<file path="src/l1d_cfg.svh">
`ifndef L1D_CFG_SVH
`define L1D_CFG_SVH

// =========================================================
// Cache geometry
// =========================================================

// Address and data path width
`define L1D_ADDR_W   32

// 64 lines
`define L1D_INDEX_W  6

`define L1D_OFFSET_W 4   // 16-byte lines
`define L1D_WORDS    4   // Words per line

`endif

</file>
<file path="src/l1d_pkg.sv">
`default_nettype none

package l1d_pkg;

  `include "l1d_cfg.svh"

  // =========================================================
  // Address and data vectors
  // =========================================================
  typedef logic [`L1D_ADDR_W-1:0] addr_t;
  typedef logic [`L1D_ADDR_W-1:0] word_t;

  // Tag is whatever sits above index and offset
  typedef logic [`L1D_ADDR_W-`L1D_INDEX_W-`L1D_OFFSET_W-1:0] tag_t;
  typedef logic [`L1D_INDEX_W-1:0] index_t;
  typedef logic [$clog2(`L1D_WORDS)-1:0] word_sel_t;

  typedef logic [`L1D_WORDS*`L1D_ADDR_W-1:0] line_t;
  typedef logic [`L1D_WORDS*`L1D_ADDR_W/8-1:0] line_mask_t;  // One bit per byte

  // Access size as seen on core_type and mem_type
  typedef enum logic [2:0] {
    size_byte = 3'd0,
    size_half = 3'd1,
    size_word = 3'd2
  } size_e;

endpackage

`default_nettype wire

</file>
<file path="src/l1d_if.sv">
`timescale 1ns/1ps
`default_nettype none

// Captured core request, one producer and two consumers
interface l1d_req_if;
  logic                   valid;  // Pulses the cycle after capture
  logic                   write;
  l1d_pkg::tag_t          tag;
  l1d_pkg::index_t        index;
  l1d_pkg::word_sel_t     word_sel;
  l1d_pkg::size_e         size;
  l1d_pkg::addr_t         addr;
  l1d_pkg::word_t         wdata;  // Raw core word
  l1d_pkg::line_t         line_wdata;
  l1d_pkg::line_mask_t    line_mask;

  modport port (
    output valid, write, tag, index, word_sel, size, addr, wdata,
    output line_wdata, line_mask
  );

  modport sink (
    input valid, write, tag, index, word_sel, size, addr, wdata,
    input line_wdata, line_mask
  );
endinterface

// Controller to memory sequencer
interface l1d_mem_if;
  logic                   fill_start;
  logic                   wt_start;
  l1d_pkg::addr_t         line_addr;
  l1d_pkg::addr_t         wt_addr;
  l1d_pkg::word_t         wt_data;
  l1d_pkg::size_e         wt_size;
  logic                   done;       // One cycle, after the last beat
  l1d_pkg::line_t         fill_line;  // Word 0 in the low bits

  modport ctrl (
    output fill_start, wt_start, line_addr, wt_addr, wt_data, wt_size,
    input  done
  );

  modport port (
    input  fill_start, wt_start, line_addr, wt_addr, wt_data, wt_size,
    output done, fill_line
  );
endinterface

`default_nettype wire

</file>
<file path="src/l1d_ctrl.sv">
`timescale 1ns/1ps
`default_nettype none

`include "l1d_cfg.svh"

module l1d_ctrl (
  input  wire                   clk,
  input  wire                   rst,
  input  wire                   core_req,
  input  wire                   core_write,
  output logic                  accept,
  input  wire                   hit,
  input  wire l1d_pkg::word_t   rd_word,
  input  wire l1d_pkg::line_t   fill_line,
  l1d_req_if.sink               req,
  l1d_mem_if.ctrl               mem,
  output logic                  lookup,
  output logic                  byte_write,
  output logic                  install,
  output logic                  core_wait,
  output l1d_pkg::word_t        core_out
);

  typedef enum logic [2:0] {
    st_idle,
    st_lookup,
    st_fill,
    st_install,
    st_write_thru,
    st_resp
  } state_e;

  state_e         state;
  state_e         state_nxt;
  l1d_pkg::word_t resp_word;  // Requested word of a refilled line
  logic           read_hit;

  // =========================================================
  // Lookup decode
  // =========================================================
  assign accept     = (state == st_idle) & core_req;
  assign lookup     = (state == st_lookup) & ~req.valid;  // Array data valid now
  assign read_hit   = lookup & ~req.write & hit;
  assign byte_write = lookup & req.write & hit;
  assign install    = (state == st_install);

  // Memory requests
  assign mem.fill_start = lookup & ~req.write & ~hit;
  assign mem.wt_start   = lookup & req.write;  // Write-through on hit and miss
  assign mem.line_addr  = {req.tag, req.index, {`L1D_OFFSET_W{1'b0}}};
  assign mem.wt_addr    = req.addr;
  assign mem.wt_data    = req.wdata;
  assign mem.wt_size    = req.size;

  // =========================================================
  // State machine
  // =========================================================
  always_ff @(posedge clk or posedge rst)
  begin
    if (rst)
      state <= st_idle;
    else
      state <= state_nxt;
  end

  always_comb
  begin
    state_nxt = state;
    case (state)
      st_idle:       if (accept) state_nxt = st_lookup;
      st_lookup:
      begin
        if (lookup)
        begin
          if (req.write)
            state_nxt = st_write_thru;
          else if (hit)
            state_nxt = st_idle;
          else
            state_nxt = st_fill;
        end
      end
      st_fill:       if (mem.done) state_nxt = st_install;
      st_install:    state_nxt = st_resp;
      st_write_thru: if (mem.done) state_nxt = st_idle;
      st_resp:       state_nxt = st_idle;
      default:       state_nxt = st_idle;
    endcase
  end

  // Response word picked straight from the refilled line
  always_ff @(posedge clk)
  begin
    if (install)
      resp_word <= fill_line[req.word_sel*`L1D_ADDR_W +: `L1D_ADDR_W];
  end

  // Core handshake
  always_comb
  begin
    case (state)
      st_idle:       core_wait = core_req;
      st_lookup:     core_wait = ~read_hit;
      st_write_thru: core_wait = ~mem.done;
      st_resp:       core_wait = 1'b0;
      default:       core_wait = 1'b1;
    endcase
  end

  assign core_out = (state == st_resp) ? resp_word : rd_word;

  // Memory done only ever answers an operation in flight
  a_done_in_flight: assert property (
    @(posedge clk) disable iff (rst)
    mem.done |-> (state == st_fill || state == st_write_thru)
  );

  // Core must hold its request while the cache works on it
  a_core_holds_dir: assert property (
    @(posedge clk) disable iff (rst)
    (state != st_idle && core_req) |-> (core_write == req.write)
  );

endmodule

`default_nettype wire

</file>
<file path="src/flat_wrapper.sv">
// flat-port wrapper written by rule: the top's interface ports become plain ports
module l1d_ctrl_flat 
  (clk, rst, core_req, core_write, accept, hit, rd_word, fill_line, lookup, byte_write, install, core_wait, core_out, req_valid, req_write, req_tag, req_index, req_word_sel, req_size, req_addr, req_wdata, req_line_wdata, req_line_mask, mem_fill_start, mem_wt_start, mem_line_addr, mem_wt_addr, mem_wt_data, mem_wt_size, mem_done);
  l1d_req_if req_i ();
  l1d_mem_if mem_i ();
  input  wire clk;
  input  wire rst;
  input  wire core_req;
  input  wire core_write;
  output logic accept;
  input  wire hit;
  input  wire l1d_pkg::word_t rd_word;
  input  wire l1d_pkg::line_t fill_line;
  output logic lookup;
  output logic byte_write;
  output logic install;
  output logic core_wait;
  output l1d_pkg::word_t core_out;
  input wire logic [$bits(req_i.valid)-1:0] req_valid;
  input wire logic [$bits(req_i.write)-1:0] req_write;
  input wire logic [$bits(req_i.tag)-1:0] req_tag;
  input wire logic [$bits(req_i.index)-1:0] req_index;
  input wire logic [$bits(req_i.word_sel)-1:0] req_word_sel;
  input wire logic [$bits(req_i.size)-1:0] req_size;
  input wire logic [$bits(req_i.addr)-1:0] req_addr;
  input wire logic [$bits(req_i.wdata)-1:0] req_wdata;
  input wire logic [$bits(req_i.line_wdata)-1:0] req_line_wdata;
  input wire logic [$bits(req_i.line_mask)-1:0] req_line_mask;
  output wire logic [$bits(mem_i.fill_start)-1:0] mem_fill_start;
  output wire logic [$bits(mem_i.wt_start)-1:0] mem_wt_start;
  output wire logic [$bits(mem_i.line_addr)-1:0] mem_line_addr;
  output wire logic [$bits(mem_i.wt_addr)-1:0] mem_wt_addr;
  output wire logic [$bits(mem_i.wt_data)-1:0] mem_wt_data;
  output wire logic [$bits(mem_i.wt_size)-1:0] mem_wt_size;
  input wire logic [$bits(mem_i.done)-1:0] mem_done;
  assign req_i.valid = req_valid;
  assign req_i.write = req_write;
  assign req_i.tag = req_tag;
  assign req_i.index = req_index;
  assign req_i.word_sel = req_word_sel;
  assign req_i.size = req_size;
  assign req_i.addr = req_addr;
  assign req_i.wdata = req_wdata;
  assign req_i.line_wdata = req_line_wdata;
  assign req_i.line_mask = req_line_mask;
  assign mem_fill_start = mem_i.fill_start;
  assign mem_wt_start = mem_i.wt_start;
  assign mem_line_addr = mem_i.line_addr;
  assign mem_wt_addr = mem_i.wt_addr;
  assign mem_wt_data = mem_i.wt_data;
  assign mem_wt_size = mem_i.wt_size;
  assign mem_i.done = mem_done;
  l1d_ctrl u_core (.clk(clk), .rst(rst), .core_req(core_req), .core_write(core_write), .accept(accept), .hit(hit), .rd_word(rd_word), .fill_line(fill_line), .req(req_i), .mem(mem_i), .lookup(lookup), .byte_write(byte_write), .install(install), .core_wait(core_wait), .core_out(core_out));
endmodule
</file>
<file path="config.mk">
export PLATFORM = sky130hd
export DESIGN_NAME = l1d_ctrl_flat
export DESIGN_NICKNAME = d
export VERILOG_FILES = /design/src/l1d_pkg.sv /design/src/l1d_if.sv /design/src/l1d_ctrl.sv /design/src/flat_wrapper.sv
export VERILOG_INCLUDE_DIRS = /design/src /design/src/src
export SDC_FILE = /design/constraint.sdc
export NUM_CORES = 1
export LEC_CHECK = 0
export BUFFER_PORTS_ARGS = -buffer_cell sky130_fd_sc_hd__buf_4
export CELL_PAD_IN_SITES_DETAIL_PLACEMENT = 1
export CELL_PAD_IN_SITES_GLOBAL_PLACEMENT = 2
export CORE_AREA = 2 2 211 213
export CTS_BUF_LIST = sky130_fd_sc_hd__clkbuf_8
export DETAILED_ROUTE_END_ITERATION = 10
export DIE_AREA = 0 0 213 215
export HOLD_SLACK_MARGIN = 0.1
export PLACE_DENSITY = 0.53
export SLEW_MARGIN = 20
export SYNTH_ARGS = -nofsm -noshare
export SYNTH_HDL_FRONTEND = slang
export SYNTH_SLANG_ARGS = --single-unit
</file>
<file path="constraint.sdc">
create_clock -name clk -period 3.6 [get_ports clk]
set_clock_uncertainty 0.15 [all_clocks]
set_input_delay 0.72 -clock clk [delete_from_list [all_inputs] [get_ports clk]]
set_output_delay 0.72 -clock clk [all_outputs]
set_load 0.05 [all_outputs]
</file>
# ---- After elaboration in Yosys (flattened, before gate mapping)
# Index checks and enable logic that the tools add are counted.
dict set report word_totals {
  reg_bits 35
  inputBits 409
  output_inout_bits 138
}
dict set report op_classes {
  shifts 1
  mux 9
  n_eq_ne 9
  reduce_logical 2
  n_bitwise 12
}
# cell count
set ops {}
lappend ops {{$shiftx A128 B8 Y32} 1}
lappend ops {{$mux W32} 1}
lappend ops {{$mux W3} 5}
lappend ops {{$pmux W3 S5} 1}
lappend ops {{$and A1 B1 Y1} 7}
lappend ops {{$eq A3 B2 Y1 const B} 2}
lappend ops {{$eq A3 B3 Y1 const B} 2}
lappend ops {{$ne A2 B2 Y1 const B} 3}
lappend ops {{$not A1 Y1} 5}
lappend ops {{$pmux W1 S4} 1}
lappend ops {{$reduce_and A4 Y1} 1}
lappend ops {{$eq A3 B1 Y1 const B} 1}
lappend ops {{$logic_not A3 Y1} 1}
lappend ops {{$mux W2} 1}
lappend ops {{$ne A2 B1 Y1 const B} 1}

# ---- Longest topological paths before layout
# Gate-level depths: netlist of the first run.
dict set report logic_depth {
  ltp_word 6
  ltp_mapped 4
}

# ---- Worst setup path before layout of the first run
# No wires, ideal clock.
dict set report synth_path {
  path_type {register to output}
  startpoint {reg u_core.state[2]}
  endpoint {out install}
  arrival_ns 2.574
  slack_ns 0.156
  path_buffers 1
  stages_incl_launch_ff 5
  required_ns 2.730
  path_cell_list {dfrtp_1 -> buf_6 -> inv_1 -> nand2_1 -> nor2_1}
}
dict set report synth_via {
  elab_chain_cells 1
}
# element line_no
set synth_rtl {}
lappend synth_rtl {{start, declared} l1d_ctrl.sv:33} ;# state_e state;
lappend synth_rtl {{start signal, assigned} l1d_ctrl.sv:61} ;# state <= st_idle;
lappend synth_rtl {{start signal, assigned} l1d_ctrl.sv:63} ;# state <= state_nxt;
lappend synth_rtl {{$eq A3 B2 Y1} l1d_ctrl.sv:45} ;# assign install = (state == st_install);
lappend synth_rtl {{end, declared} flat_wrapper.sv:16} ;# output logic install;
# Every way passes these cells.

# ---- Worst setup path after layout of the first run
dict set report layout_path {
  startpoint {reg u_core.state[0]}
  endpoint {out core_out[1]}
}
dict set report layout_via {
  elab_chain_cells 2
}
# element line_no
set layout_rtl {}
lappend layout_rtl {{$eq A3 B3 Y1} l1d_ctrl.sv:110} ;# assign core_out = (state == st_resp) ? resp_word : rd_word;
lappend layout_rtl {{$mux W32} l1d_ctrl.sv:110}
lappend layout_rtl {{end, declared} flat_wrapper.sv:18} ;# output l1d_pkg::word_t core_out;
# Every way passes these cells.

==> results of run 1 <==
cells in the mapped netlist, types with 2 or more instances:
master,instances
mux4_1,3
dfrtp_1,3
buf_2,3
mux2_4,30
nor2_1,3
mux2_2,2
edfxtp_1,32
buf_6,5
mux4_2,29
buf_4,100
inv_1,3
buf_8,2
flip-flops by register name, summed over array words and instances, names as in the netlist:
signal and count:
u_core.state 3, u_core.resp_word 32
path summary, 6_finish.rpt:
path | startpoint | endpoint | cells past startpoint | slack [ns]
worst max register to register | u_core.state[0] | u_core.resp_word[12] | 3 | 1.90
worst min register to register | u_core.state[2] | u_core.state[0] | 1 | 0.52
worst min-delay path | mem_done | u_core.state[2] | 3 | 0.52
worst max-delay path | u_core.state[0] | core_out[1] | 4 | 0.57
min in group asynchronous | rst | u_core.state[1] | 3 | 0.67
max in group asynchronous | rst | u_core.state[0] | 3 | 2.50
stage by stage:
stage / hold slack, ns / power (W) / area [sq um] / utilization (%) / setup slack (ns)
final: 0.525 / 0.00193 / 4870 / 11.2 / 0.570
after floorplan: 0.324 / 0.00156 / 3310 / - / 0.156
after CTS: 0.472 / 0.00202 / 4870 / 11.2 / 0.446
after global routing: 0.494 / 0.00206 / 4870 / 11.2 / 0.395
after detailed placement: 0.480 / 0.00163 / 4780 / 11.0 / 0.883
after global placement: 0.478 / 0.00163 / 4780 / 11.0 / 0.905
critical path, stage by stage (launching register included):
cell     delay, ns
dfrtp_1       0.60
nand3_4       0.38
buf_12        0.31
mux2_4        0.32
buf_4         0.19
where the power goes:
group | total, W | switching [W] | internal (W) | leakage [nW]
Clock | 0.000337 | 0.000206 | 0.000131 | 0.0505
Combinational | 0.00104 | 0.000583 | 0.000457 | 1.61
Sequential | 0.000557 | 0.0000538 | 0.000504 | 0.328
Total | 0.00193 | 0.000842 | 0.00109 | 1.99
layout by cell type (no fill, tap or decap), types with 2 or more instances in the layout:
cell      count
inv_1         5
dfrtp_1       3
conb_1        4
clkbuf_8      5
mux4_2       29
nor2_1        2
edfxtp_1     32
mux4_1        3
buf_4       210
mux2_4       30
mux2_2        2
final cells by class:
cell class | instances | share of cell area [%]
Clock buffer | 5 | 1.41
Clock inverter | 3 | 0.257
Inverter | 4 | 0.308
Multi-Input combinational cell | 88 | 28.6
Sequential cell | 35 | 21.3
Tap cell | 592 | 15.2
Timing Repair Buffer | 212 | 33.0
routing by layer:
metal	up-vias	track usage, %
li1	993	-
met5	-	0
met1	1097	6.87
met4	0	2.52
met3	7	5.63
met2	180	8.98
logic make-up (layout without fill, tap and decap cells):
| logic type | after synthesis | after routing | share of synthesized area [%] |
|---|---|---|---|
| AO/OA/AOI/OAI | 6 | 6 | 1.37 |
| other | 1 | 4 | 0.114 |
| buffers and inverters | 115 | 224 | 26.9 |
| multiplexers | 64 | 64 | 36.6 |
| flip-flops | 35 | 35 | 31.4 |
| AND/OR/NAND/NOR | 14 | 14 | 3.61 |
==> key figures, run 1 <==
Layout
  – Multi-input gate area: 0.00139 sq mm
  – Share of cells above drive strength 1: 81.6%
  – Reg area: 0.00104 sq mm
  – Finished Layout Cells: 939
  – N_diodes: 0
  – Area Overhead vs Synth: 47.8%
  – Fill cell count: 5083
  – Final nets: 755

Worst hold path
  – Hold Path Class: in -> reg

Synth
  – Mapped cell area: 0.00330 sq mm
  – Distinct cells, synth: 32
  – Post-synth EDFFs: 32
  – Syn avg cell area: 14.0 sq um
  – Cells after Synth: 235
  – YS warnings: 0
  – Synth area leaders: edfxtp_1, buf_4, mux4_2
  – Most used DFF post-synth: edfxtp_1
  – Yosys top cell area share: 29.2%
  – Seq/Total Area, Yosys: 31.4%
  – Post-synth ARST share: 8.57%
  – Flops & latches, synth: 35
  – Largest area contributor in the netlist: edfxtp_1

Die
  – Die area: 0.0458 sq mm
  – Rows: 77
  – Total core area: 0.0436 sq mm
  – I/O pin count: 547
  – Die Wd: 213 microns
  – Chip Height: 215 microns
  – Starting Density: 7.55%

STA
  – Max_slew headroom: 58.4%
  – Fin crit period: 3.03 ns
  – Actual slew at the worst max-slew pin: 0.624 ns
  – Final Hold Fails: 0
  – Final setup vio count: 0
  – Final Slew Violations: 0
  – Achievable Freq: 330 MHz
  – Final period util: 84.2%
  – Unrepaired setup endpoints after global routing: false
  – Setup TNS: 0 ns

Setup path
  – Data arrival time of the worst path: 2.16 ns
  – Crit path capture type: output port
  – Startpoint Class: flip-flop
  – Crit-path max FO: 19
  – Worst Path Class, Setup: reg -> out
  – Critical Path RT: 2.73 ns

Clocking
  – Clk slew on worst S/H paths: 0.08 ns
  – Max Root-Sink Buffers: 2
  – H-tree levels: 2
  – CTS Hold Bufs: 1
  – Post-CTS Setup Repair Bufs: 0
  – CTS buffer count: 5
  – Clock Latency Late Sink: 0.34 ns
  – CTS tree: yes
  – Post-CTS Resized: 0
  – Clock root buffer: clkbuf_8
  – Num Clock Sinks: 35

Detailed routing
  – Via count: 2277
  – Routed Antenna Nets: 0
  – Vias/cell: 2.42
  – DR iter-0 viols: 111
  – Detail Route met2 WL: 6.50 mm
  – Wire length on met3: 2.75 mm
  – Top layer used by detailed routing: met4
  – Drt wl/cell: 15.9 microns
  – Metal-1 WL: 5.41 mm
  – DRC: 0
  – Drt total wl: 14.9 mm
  – 1st-pass router iterations: 3

Placed design
  – Placer Congestion: 0.715
  – Placed cells: 930
  – I/O Buffers: 207

Global routing
  – First-pass GRT wire length: 19.8 mm
  – Largest net degree at the start of global routing: 33
  – Vias in the first global route: 2504
  – Total grt overflow: 0
  – Initial antenna violation count: 0
  – Overall Global Routing Usage: 6.43%

Pwr
  – Maximum vdd drop: 134 uV
  – P_leak: 1.99 nW
  – Pwr Density: 397 mW/mm^2

Outcome
  – Outcome: complete, no violations

Job
  – MaxCap Viol Count: 0
No activity file was read; power rests on OpenSTA's default activity.
==> run 2, diff against run 1 <==
--- a/config.mk
+++ b/config.mk
@@ -6,15 +6,16 @@
 export SDC_FILE = /design/constraint.sdc
 export NUM_CORES = 1
 export LEC_CHECK = 0
+export ABC_AREA = 1
 export BUFFER_PORTS_ARGS = -buffer_cell sky130_fd_sc_hd__buf_4
 export CELL_PAD_IN_SITES_DETAIL_PLACEMENT = 1
 export CELL_PAD_IN_SITES_GLOBAL_PLACEMENT = 2
-export CORE_AREA = 2 2 211 213
+export CORE_AREA = 2 2 210 212
 export CTS_BUF_LIST = sky130_fd_sc_hd__clkbuf_8
 export DETAILED_ROUTE_END_ITERATION = 10
-export DIE_AREA = 0 0 213 215
+export DIE_AREA = 0 0 212 214
 export HOLD_SLACK_MARGIN = 0.1
-export PLACE_DENSITY = 0.53
+export PLACE_DENSITY = 0.6
 export SLEW_MARGIN = 20
 export SYNTH_ARGS = -nofsm -noshare
 export SYNTH_HDL_FRONTEND = slang
==> constraint.sdc (replaced) <==
create_clock -name clk -period 3 [get_ports clk]
set_clock_uncertainty 0.15 [all_clocks]
set_input_delay 0.6 -clock clk [delete_from_list [all_inputs] [get_ports clk]]
set_output_delay 0.6 -clock clk [all_outputs]
set_load 0.05 [all_outputs]
==> run 2 against run 1 <==
Via count rose by 55%. First-iteration DRC count fell by 54%. Critical path type unchanged. Die area shrank 0.93%. Synthesized area is 0.42% lower. Flip-flop and latch count unchanged. Setup slack worse by 0.35 ns. Combinational power up 46%. Power increased by 38%.
==> key figures, run 2 <==
STA
  – Fin crit period: 2.78 ns
  – Final Hold Fails: 0 (unchanged)
  – Unrepaired setup endpoints after global routing: false
  – Achievable Freq: 360 MHz
  – Setup TNS: 0 ns (unchanged)
  – Final period util: 92.7%
  – Final setup vio count: 0 (unchanged)
  – Final Slew Violations: 0 (unchanged)
  – Actual slew at the worst max-slew pin: 0.525 ns (-0.0992 ns)
  – Max_slew headroom: 65.0% (+6.6 points)

Setup path
  – Critical Path RT: 2.25 ns (-0.48 ns)
  – FF-to-FF setup slack: 1.14 ns (-0.76 ns)
  – Data arrival time of the worst path: 2.03 ns (-0.13 ns)
  – Crit-path max FO: 22 (+3)
  – Crit path capture type: output port
  – Startpoint Class: flip-flop
  – Worst Path Class, Setup: reg -> out

Layout
  – Final nets: 973 (+29%)
  – Biggest register: u_core.resp_word
  – Largest register FFs: 32 (unchanged)
  – Fill cell count: 5202 (+2.3%)
  – Share of cells above drive strength 1: 41.4% (-40 points)
  – Most common cell after layout, fill and taps aside: buf_4
  – Top Registers: u_core.resp_word: 32 flops, u_core.state: 3 flops
  – Most frequent cells in the layout: buf_4, nand2_1, nor2_1
  – Area Overhead vs Synth: 50.7%

Worst hold path
  – Hold Path Class: in -> reg

Global routing
  – Overall Global Routing Usage: 7.54% (+1.1 points)
  – Vias in the first global route: 3773 (+51%)
  – Largest net degree at the start of global routing: 43 (+30%)
  – Total grt overflow: 0 (unchanged)
  – First-pass GRT wire length: 24.7 mm (+25%)
  – Initial antenna violation count: 1 (+1)

Detailed routing
  – 1st-pass router iterations: 4 (+1)
  – Routed Antenna Nets: 0 (unchanged)
  – Drt total wl: 17.8 mm (+19%)
  – DR iter-0 viols: 51 (-54%)
  – Vias/cell: 3.07 (+26%)
  – Drt wl/cell: 15.4 microns (-2.8%)
  – Via count: 3530 (+55%)
  – DRC: 0 (unchanged)

Placed design
  – Placer Congestion: 0.746 (+4.3%)
  – HPWL after DPL: 14.3 mm
  – I/O Buffers: 207 (unchanged)

Synth
  – Post-synth ARST share: 8.57% (unchanged)
  – YS warnings: 0 (unchanged)
  – Syn avg cell area: 7.07 sq um (-50%)
  – Most used DFF post-synth: edfxtp_1
  – Flops & latches, synth: 35 (unchanged)
  – Yosys top cell area share: 29.3% (+0.12 points)
  – Synth area leaders: edfxtp_1, buf_4, o21ai_0
  – Seq/Total Area, Yosys: 31.6% (+0.13 points)
  – Cells after Synth: 464 (+97%)
  – Commonest cells post-synth: buf_4, nand2_1, nor2_1
  – Most numerous cell in the Yosys netlist: buf_4
  – Post-synth EDFFs: 32 (unchanged)
  – Largest area contributor in the netlist: edfxtp_1
  – Mapped cell area: 0.00328 sq mm (-0.42%)
  – Distinct cells, synth: 23 (-28%)

Clocking
  – Post-CTS Resized: 0 (unchanged)
  – Clk slew on worst S/H paths: 0.09 ns (about the same)
  – Max Root-Sink Buffers: 2 (unchanged)
  – CTS tree: yes
  – Clock root buffer: clkbuf_8
  – CTS buffer count: 5 (unchanged)
  – Clock Latency Late Sink: 0.31 ns (-0.03 ns)
  – H-tree levels: 2 (unchanged)
  – Num Clock Sinks: 35 (unchanged)

Die
  – Chip Height: 214 microns (-0.47%)
  – Starting Density: 7.65% (+0.10 points)
  – Rows: 76 (-1.3%)
  – Die area: 0.0454 sq mm (-0.93%)
  – Total core area: 0.0429 sq mm (-1.7%)
  – I/O pin count: 547 (unchanged)
  – Die Wd: 212 microns (-0.47%)

Job
  – MaxCap Viol Count: 0 (unchanged)

Pwr
  – Total power: 0.00267 W (+38%)
  – Pwr Density: 541 mW/mm^2 (+36%)
  – Maximum vdd drop: 239 uV (+78%)
  – P_leak: 2.10 nW (+5.3%)

Outcome
  – Outcome: complete, no violations
[run 2: cell types whose count changed after synthesis, moves of 5 or more]
cell      previous run  this run
o21ai_0              1        62
nand2_1              1        77
clkbuf_1             0        11
buf_6                5         0
o22ai_1              0        32
nand3_1              0        34
buf_2                3        17
mux4_2              29         0
mux2_4              30         0
nor2_1               3        70
inv_1                3         8
[run 2: report_power, final]
| part | internal [W] | leakage, nW | switching [W] |
|---|---|---|---|
| clock | 0.000249 | 0.0581 | 0.000244 |
| combinational | 0.000483 | 1.71 | 0.00103 |
| sequential | 0.000618 | 0.327 | 0.0000481 |
| total | 0.00135 | 2.10 | 0.00133 |
[run 2: cell families after synthesis]
group	count (synthesis)	share of synthesized area (%)
and+or+nand+nor	190	24.0
other	1	0.114
AOI/OAI and AO/OA	99	16.5
buffers and inverters	139	27.9
DFF	35	31.6
[run 2: worst paths after layout]
kind                                      start                    to  cells past startpoint
worst min register to register  u_core.state[0]       u_core.state[0]                      2
worst max-delay path            u_core.state[0]           core_out[7]                      7
worst max register to register  u_core.state[1]  u_core.resp_word[12]                      3
min in group asynchronous                   rst       u_core.state[0]                      3
max in group asynchronous                   rst       u_core.state[2]                      3
worst min-delay path                   mem_done       u_core.state[1]                      4
[run 2: cell type report]
class	instances	area (sq um)	share of cell area [%]
Timing Repair Buffer	218	1660	33.6
Antenna cell	1	2.50	0.0506
Tap cell	585	732	14.8
Multi-Input combinational cell	293	1360	27.4
Clock inverter	3	43.8	0.885
Clock buffer	5	68.8	1.39
Inverter	11	41.3	0.835
Sequential cell	35	1040	21.0
[run 2: critical path, stage by stage (launching register included)]
cell	delay [ns]
dfrtp_1	0.42
inv_2	0.11
nor2_4	0.14
buf_4	0.33
buf_4	0.26
nand3_1	0.15
nand2_1	0.10
buf_4	0.19
[run 2: what timing repair did]
item | 4_1_cts | 5_1_grt
buffers inserted | 0 | 0
hold endpoints to repair | 3 | 0
hold buffers | 1 | 0
[run 2: metrics by stage]
step                utilization [%]  setup slack, ns  instances  hold WS (ns)  instance area [sq um]
floorplan                         -            0.313        467         0.204                   3300
global placement               11.2            0.490       1141         0.335                   4820
detailed placement             11.2            0.493       1141         0.342                   4820
CTS                            11.5            0.111       1150         0.427                   4940
global route                   11.5           0.0345       1150         0.459                   4940
finish                         11.5            0.220       1151         0.455                   4950
[run 2: metal layers]
metal | track usage, % | part of all wire (%)
met3 | 3.43 | 11
met2 | 12.2 | 46
met1 | 8.58 | 40
met5 | 1.08 | 0.52
met4 | 2.84 | 2.6
==> run 3, diff against run 2 <==
--- a/config.mk
+++ b/config.mk
@@ -8,7 +8,7 @@
 export LEC_CHECK = 0
 export ABC_AREA = 1
 export BUFFER_PORTS_ARGS = -buffer_cell sky130_fd_sc_hd__buf_4
-export CELL_PAD_IN_SITES_DETAIL_PLACEMENT = 1
+export CELL_PAD_IN_SITES_DETAIL_PLACEMENT = 0
 export CELL_PAD_IN_SITES_GLOBAL_PLACEMENT = 2
 export CORE_AREA = 2 2 210 212
 export CTS_BUF_LIST = sky130_fd_sc_hd__clkbuf_8
==> constraint.sdc (replaced) <==
create_clock -name clk -period 2.7 [get_ports clk]
set_clock_uncertainty 0.15 [all_clocks]
set_input_delay 0.54 -clock clk [delete_from_list [all_inputs] [get_ports clk]]
set_output_delay 0.54 -clock clk [all_outputs]
set_load 0.05 [all_outputs]
==> run 3 against run 2 <==
Combinational power rose by 12%. Setup slack got worse by 0.046 ns. Non-clock buffer count rose by 4. Sequential power rose by 10%. Register-to-register slack got worse by 0.41 ns. Critical path depth did not move. Clock power rose by 29%. Via count fell by 3.2%. First-iteration DRC count rose by 120%. Utilization rose by 0.16 points. Global-route usage fell by 0.24 points. Design area rose by 1.4%.
==> key figures, run 3 (same netlist as run 2, synthesis figures left out) <==
Worst hold path
  – Hold_sp: fill_line[16]
  – Hold Path End: u_core.resp_word[16]
  – Hold depth: 3 (-1)
  – Hold Path Class: in -> reg

Detailed routing
  – Vias/cell: 2.96 (-3.5%)
  – Drt total wl: 17.1 mm (-3.8%)
  – DRC: 0 (unchanged)
  – 1st-pass router iterations: 6 (+2)
  – DR iter-0 viols: 111 (+120%)
  – Via count: 3416 (-3.2%)
  – Routed Antenna Nets: 0 (unchanged)
  – Drt wl/cell: 14.8 microns (-4.1%)

Die
  – Starting Density: 7.65% (unchanged)
  – Total core area: 0.0429 sq mm (unchanged)
  – Die area: 0.0454 sq mm (unchanged)
  – I/O pin count: 547 (unchanged)
  – Rows: 76 (unchanged)
  – Die Wd: 212 microns (unchanged)
  – Chip Height: 214 microns (unchanged)

Setup path
  – Worst Path Class, Setup: reg -> out
  – CP max-delay cell: dfrtp_1
  – Worst reg-to-reg path cell count: 3 (unchanged)
  – CP delay by family, top: simple AND/OR/NAND/NOR gates
  – Data arrival time of the worst path: 1.84 ns (-0.19 ns)
  – CP cell instances: inv_2 > nor2_4 > buf_12 > nand2_1 > or2_4 > nor3_2 > buf_4
  – CP max stage delay: 0.41 ns (about the same)
  – Startpoint Class: flip-flop
  – Crit Reg-Reg Endpoint: u_core.resp_word[6]
  – FF-to-FF setup slack: 0.73 ns (-0.41 ns)
  – R2R Path Start: u_core.state[2]
  – Critical Path RT: 2.01 ns (-0.24 ns)
  – Crit-path max FO: 24 (+9.1%)
  – Crit path buf inv count: 3 (-1)
  – Crit path capture type: output port

Placed design
  – HPWL after DPL: 14.0 mm (-2.2%)
  – Placer Congestion: 0.759 (+1.7%)
  – Placed inst area: 0.00486 sq mm (+0.88%)
  – I/O Buffers: 207 (unchanged)

Clocking
  – Num Clock Sinks: 35 (unchanged)
  – Clock Latency Late Sink: 0.31 ns (about the same)
  – Post-CTS Setup Repair Bufs: 0 (unchanged)
  – CTS buffer count: 5 (unchanged)
  – Clk slew on worst S/H paths: 0.10 ns (about the same)
  – H-tree levels: 2 (unchanged)
  – Max Root-Sink Buffers: 2 (unchanged)
  – Clock root buffer: clkbuf_8
  – CTS tree: yes

Layout
  – Most common cell after layout, fill and taps aside: buf_4
  – Share of cells above drive strength 1: 41.8% (+0.41 points)
  – Final nets: 977 (+0.41%)
  – Area Overhead vs Synth: 52.8%
  – Fin area: 0.00501 sq mm (+1.4%)
  – Biggest register: u_core.resp_word
  – Largest register FFs: 32 (unchanged)
  – Top Registers: u_core.resp_word: 32 flops, u_core.state: 3 flops
  – N_diodes: 0 (-1)
  – Most frequent cells in the layout: buf_4, nand2_1, nor2_1

Global routing
  – Vias in the first global route: 3471 (-8.0%)
  – Initial antenna violation count: 2 (+1)
  – Largest net degree at the start of global routing: 45 (+4.7%)
  – First-pass GRT wire length: 23.5 mm (-5.2%)
  – Total grt overflow: 0 (unchanged)
  – Overall Global Routing Usage: 7.30% (-0.24 points)

Pwr
  – Pwr Density: 613 mW/mm^2 (+13%)
  – P_leak: 2.13 nW (+1.5%)
  – Maximum vdd drop: 233 uV (-2.7%)

STA
  – Final setup vio count: 0 (unchanged)
  – Unrepaired setup endpoints after global routing: false
  – Final period util: 93.5%
  – Achievable Freq: 396 MHz
  – Final Hold Fails: 0 (unchanged)
  – Setup TNS: 0 ns (unchanged)
  – Max_slew headroom: 64.5% (-0.55 points)
  – Final Slew Violations: 0 (unchanged)
  – Actual slew at the worst max-slew pin: 0.532 ns (+0.00772 ns)
  – Fin crit period: 2.53 ns

Outcome
  – Outcome: complete, no violations

Job
  – MaxCap Viol Count: 0 (unchanged)
==> run 3: cell count changes in the layout (fill, tap and decap cells not counted) <==
cell        delta
buf_12         +1
bufinv_16      +1
clkinv_4       -1
clkinvlp_4     +1
diode_2        -1
buf_4          +2
buf_6          +1
clkinv_2       -1
==> run 3: per-stage QoR <==
step	setup slack [ns]	hold WS, ns	util (%)	std cells	total power, W
after floorplan	0.0733	0.144	-	467	0.00214
after global placement	0.400	0.275	11.3	1145	0.00251
after detailed placement	0.411	0.274	11.3	1145	0.00250
after CTS	0.0255	0.356	11.7	1154	0.00317
after global routing	0.0160	0.376	11.7	1154	0.00329
final	0.174	0.378	11.7	1154	0.00307
==> run 3: worst max-delay path by stage <==
stage,from,endpoint,cells after the start
after CTS,u_core.state[0],core_out[8],8
after global routing,u_core.state[0],core_out[10],8
after global placement,u_core.state[0],core_out[8],8
after floorplan,u_core.state[2],install,3
final,u_core.state[0],byte_write,7
after detailed placement,u_core.state[0],core_out[8],8
==> run 3: layout make-up <==
class | instances | area, sq um
Fill cell | 5017 | 37900
Multi-Input combinational cell | 293 | 1360
Inverter | 11 | 41.3
Sequential cell | 35 | 1040
Timing Repair Buffer | 222 | 1710
Tap cell | 585 | 732
Clock buffer | 5 | 68.8
Clock inverter | 3 | 67.6
==> run 3: power by group <==
group	leakage, nW	switching (W)	internal [W]
sequential	0.327	0.0000482	0.000686
clock	0.0644	0.000266	0.000369
combinational	1.74	0.00114	0.000569
==> run 3: tightest hold or removal path, cell delays in order <==
cell and delay [ns]:
buf_4 0.08, nor2_1 0.03, o22ai_1 0.10
==> run 3: what timing repair did <==
| action | 4_1_cts | 5_1_grt |
|---|---|---|
| gates resized for setup | 0 | 1 |
| endpoints found under the setup margin | 0 | 4 |
| hold buffers | 1 | 0 |
| endpoints found under the hold margin | 3 | 0 |
==> run 3: layer usage <==
metal | wire length [microns] | part of all wire [%] | track usage, % | vias up
li1 | - | - | - | 1669
met1 | 6910 | 40 | 8.22 | 1505
met2 | 7500 | 44 | 11.3 | 193
met3 | 2060 | 12 | 3.80 | 45
met4 | 533 | 3.1 | 3.33 | 4
met5 | 86 | 0.50 | 1.08 | -
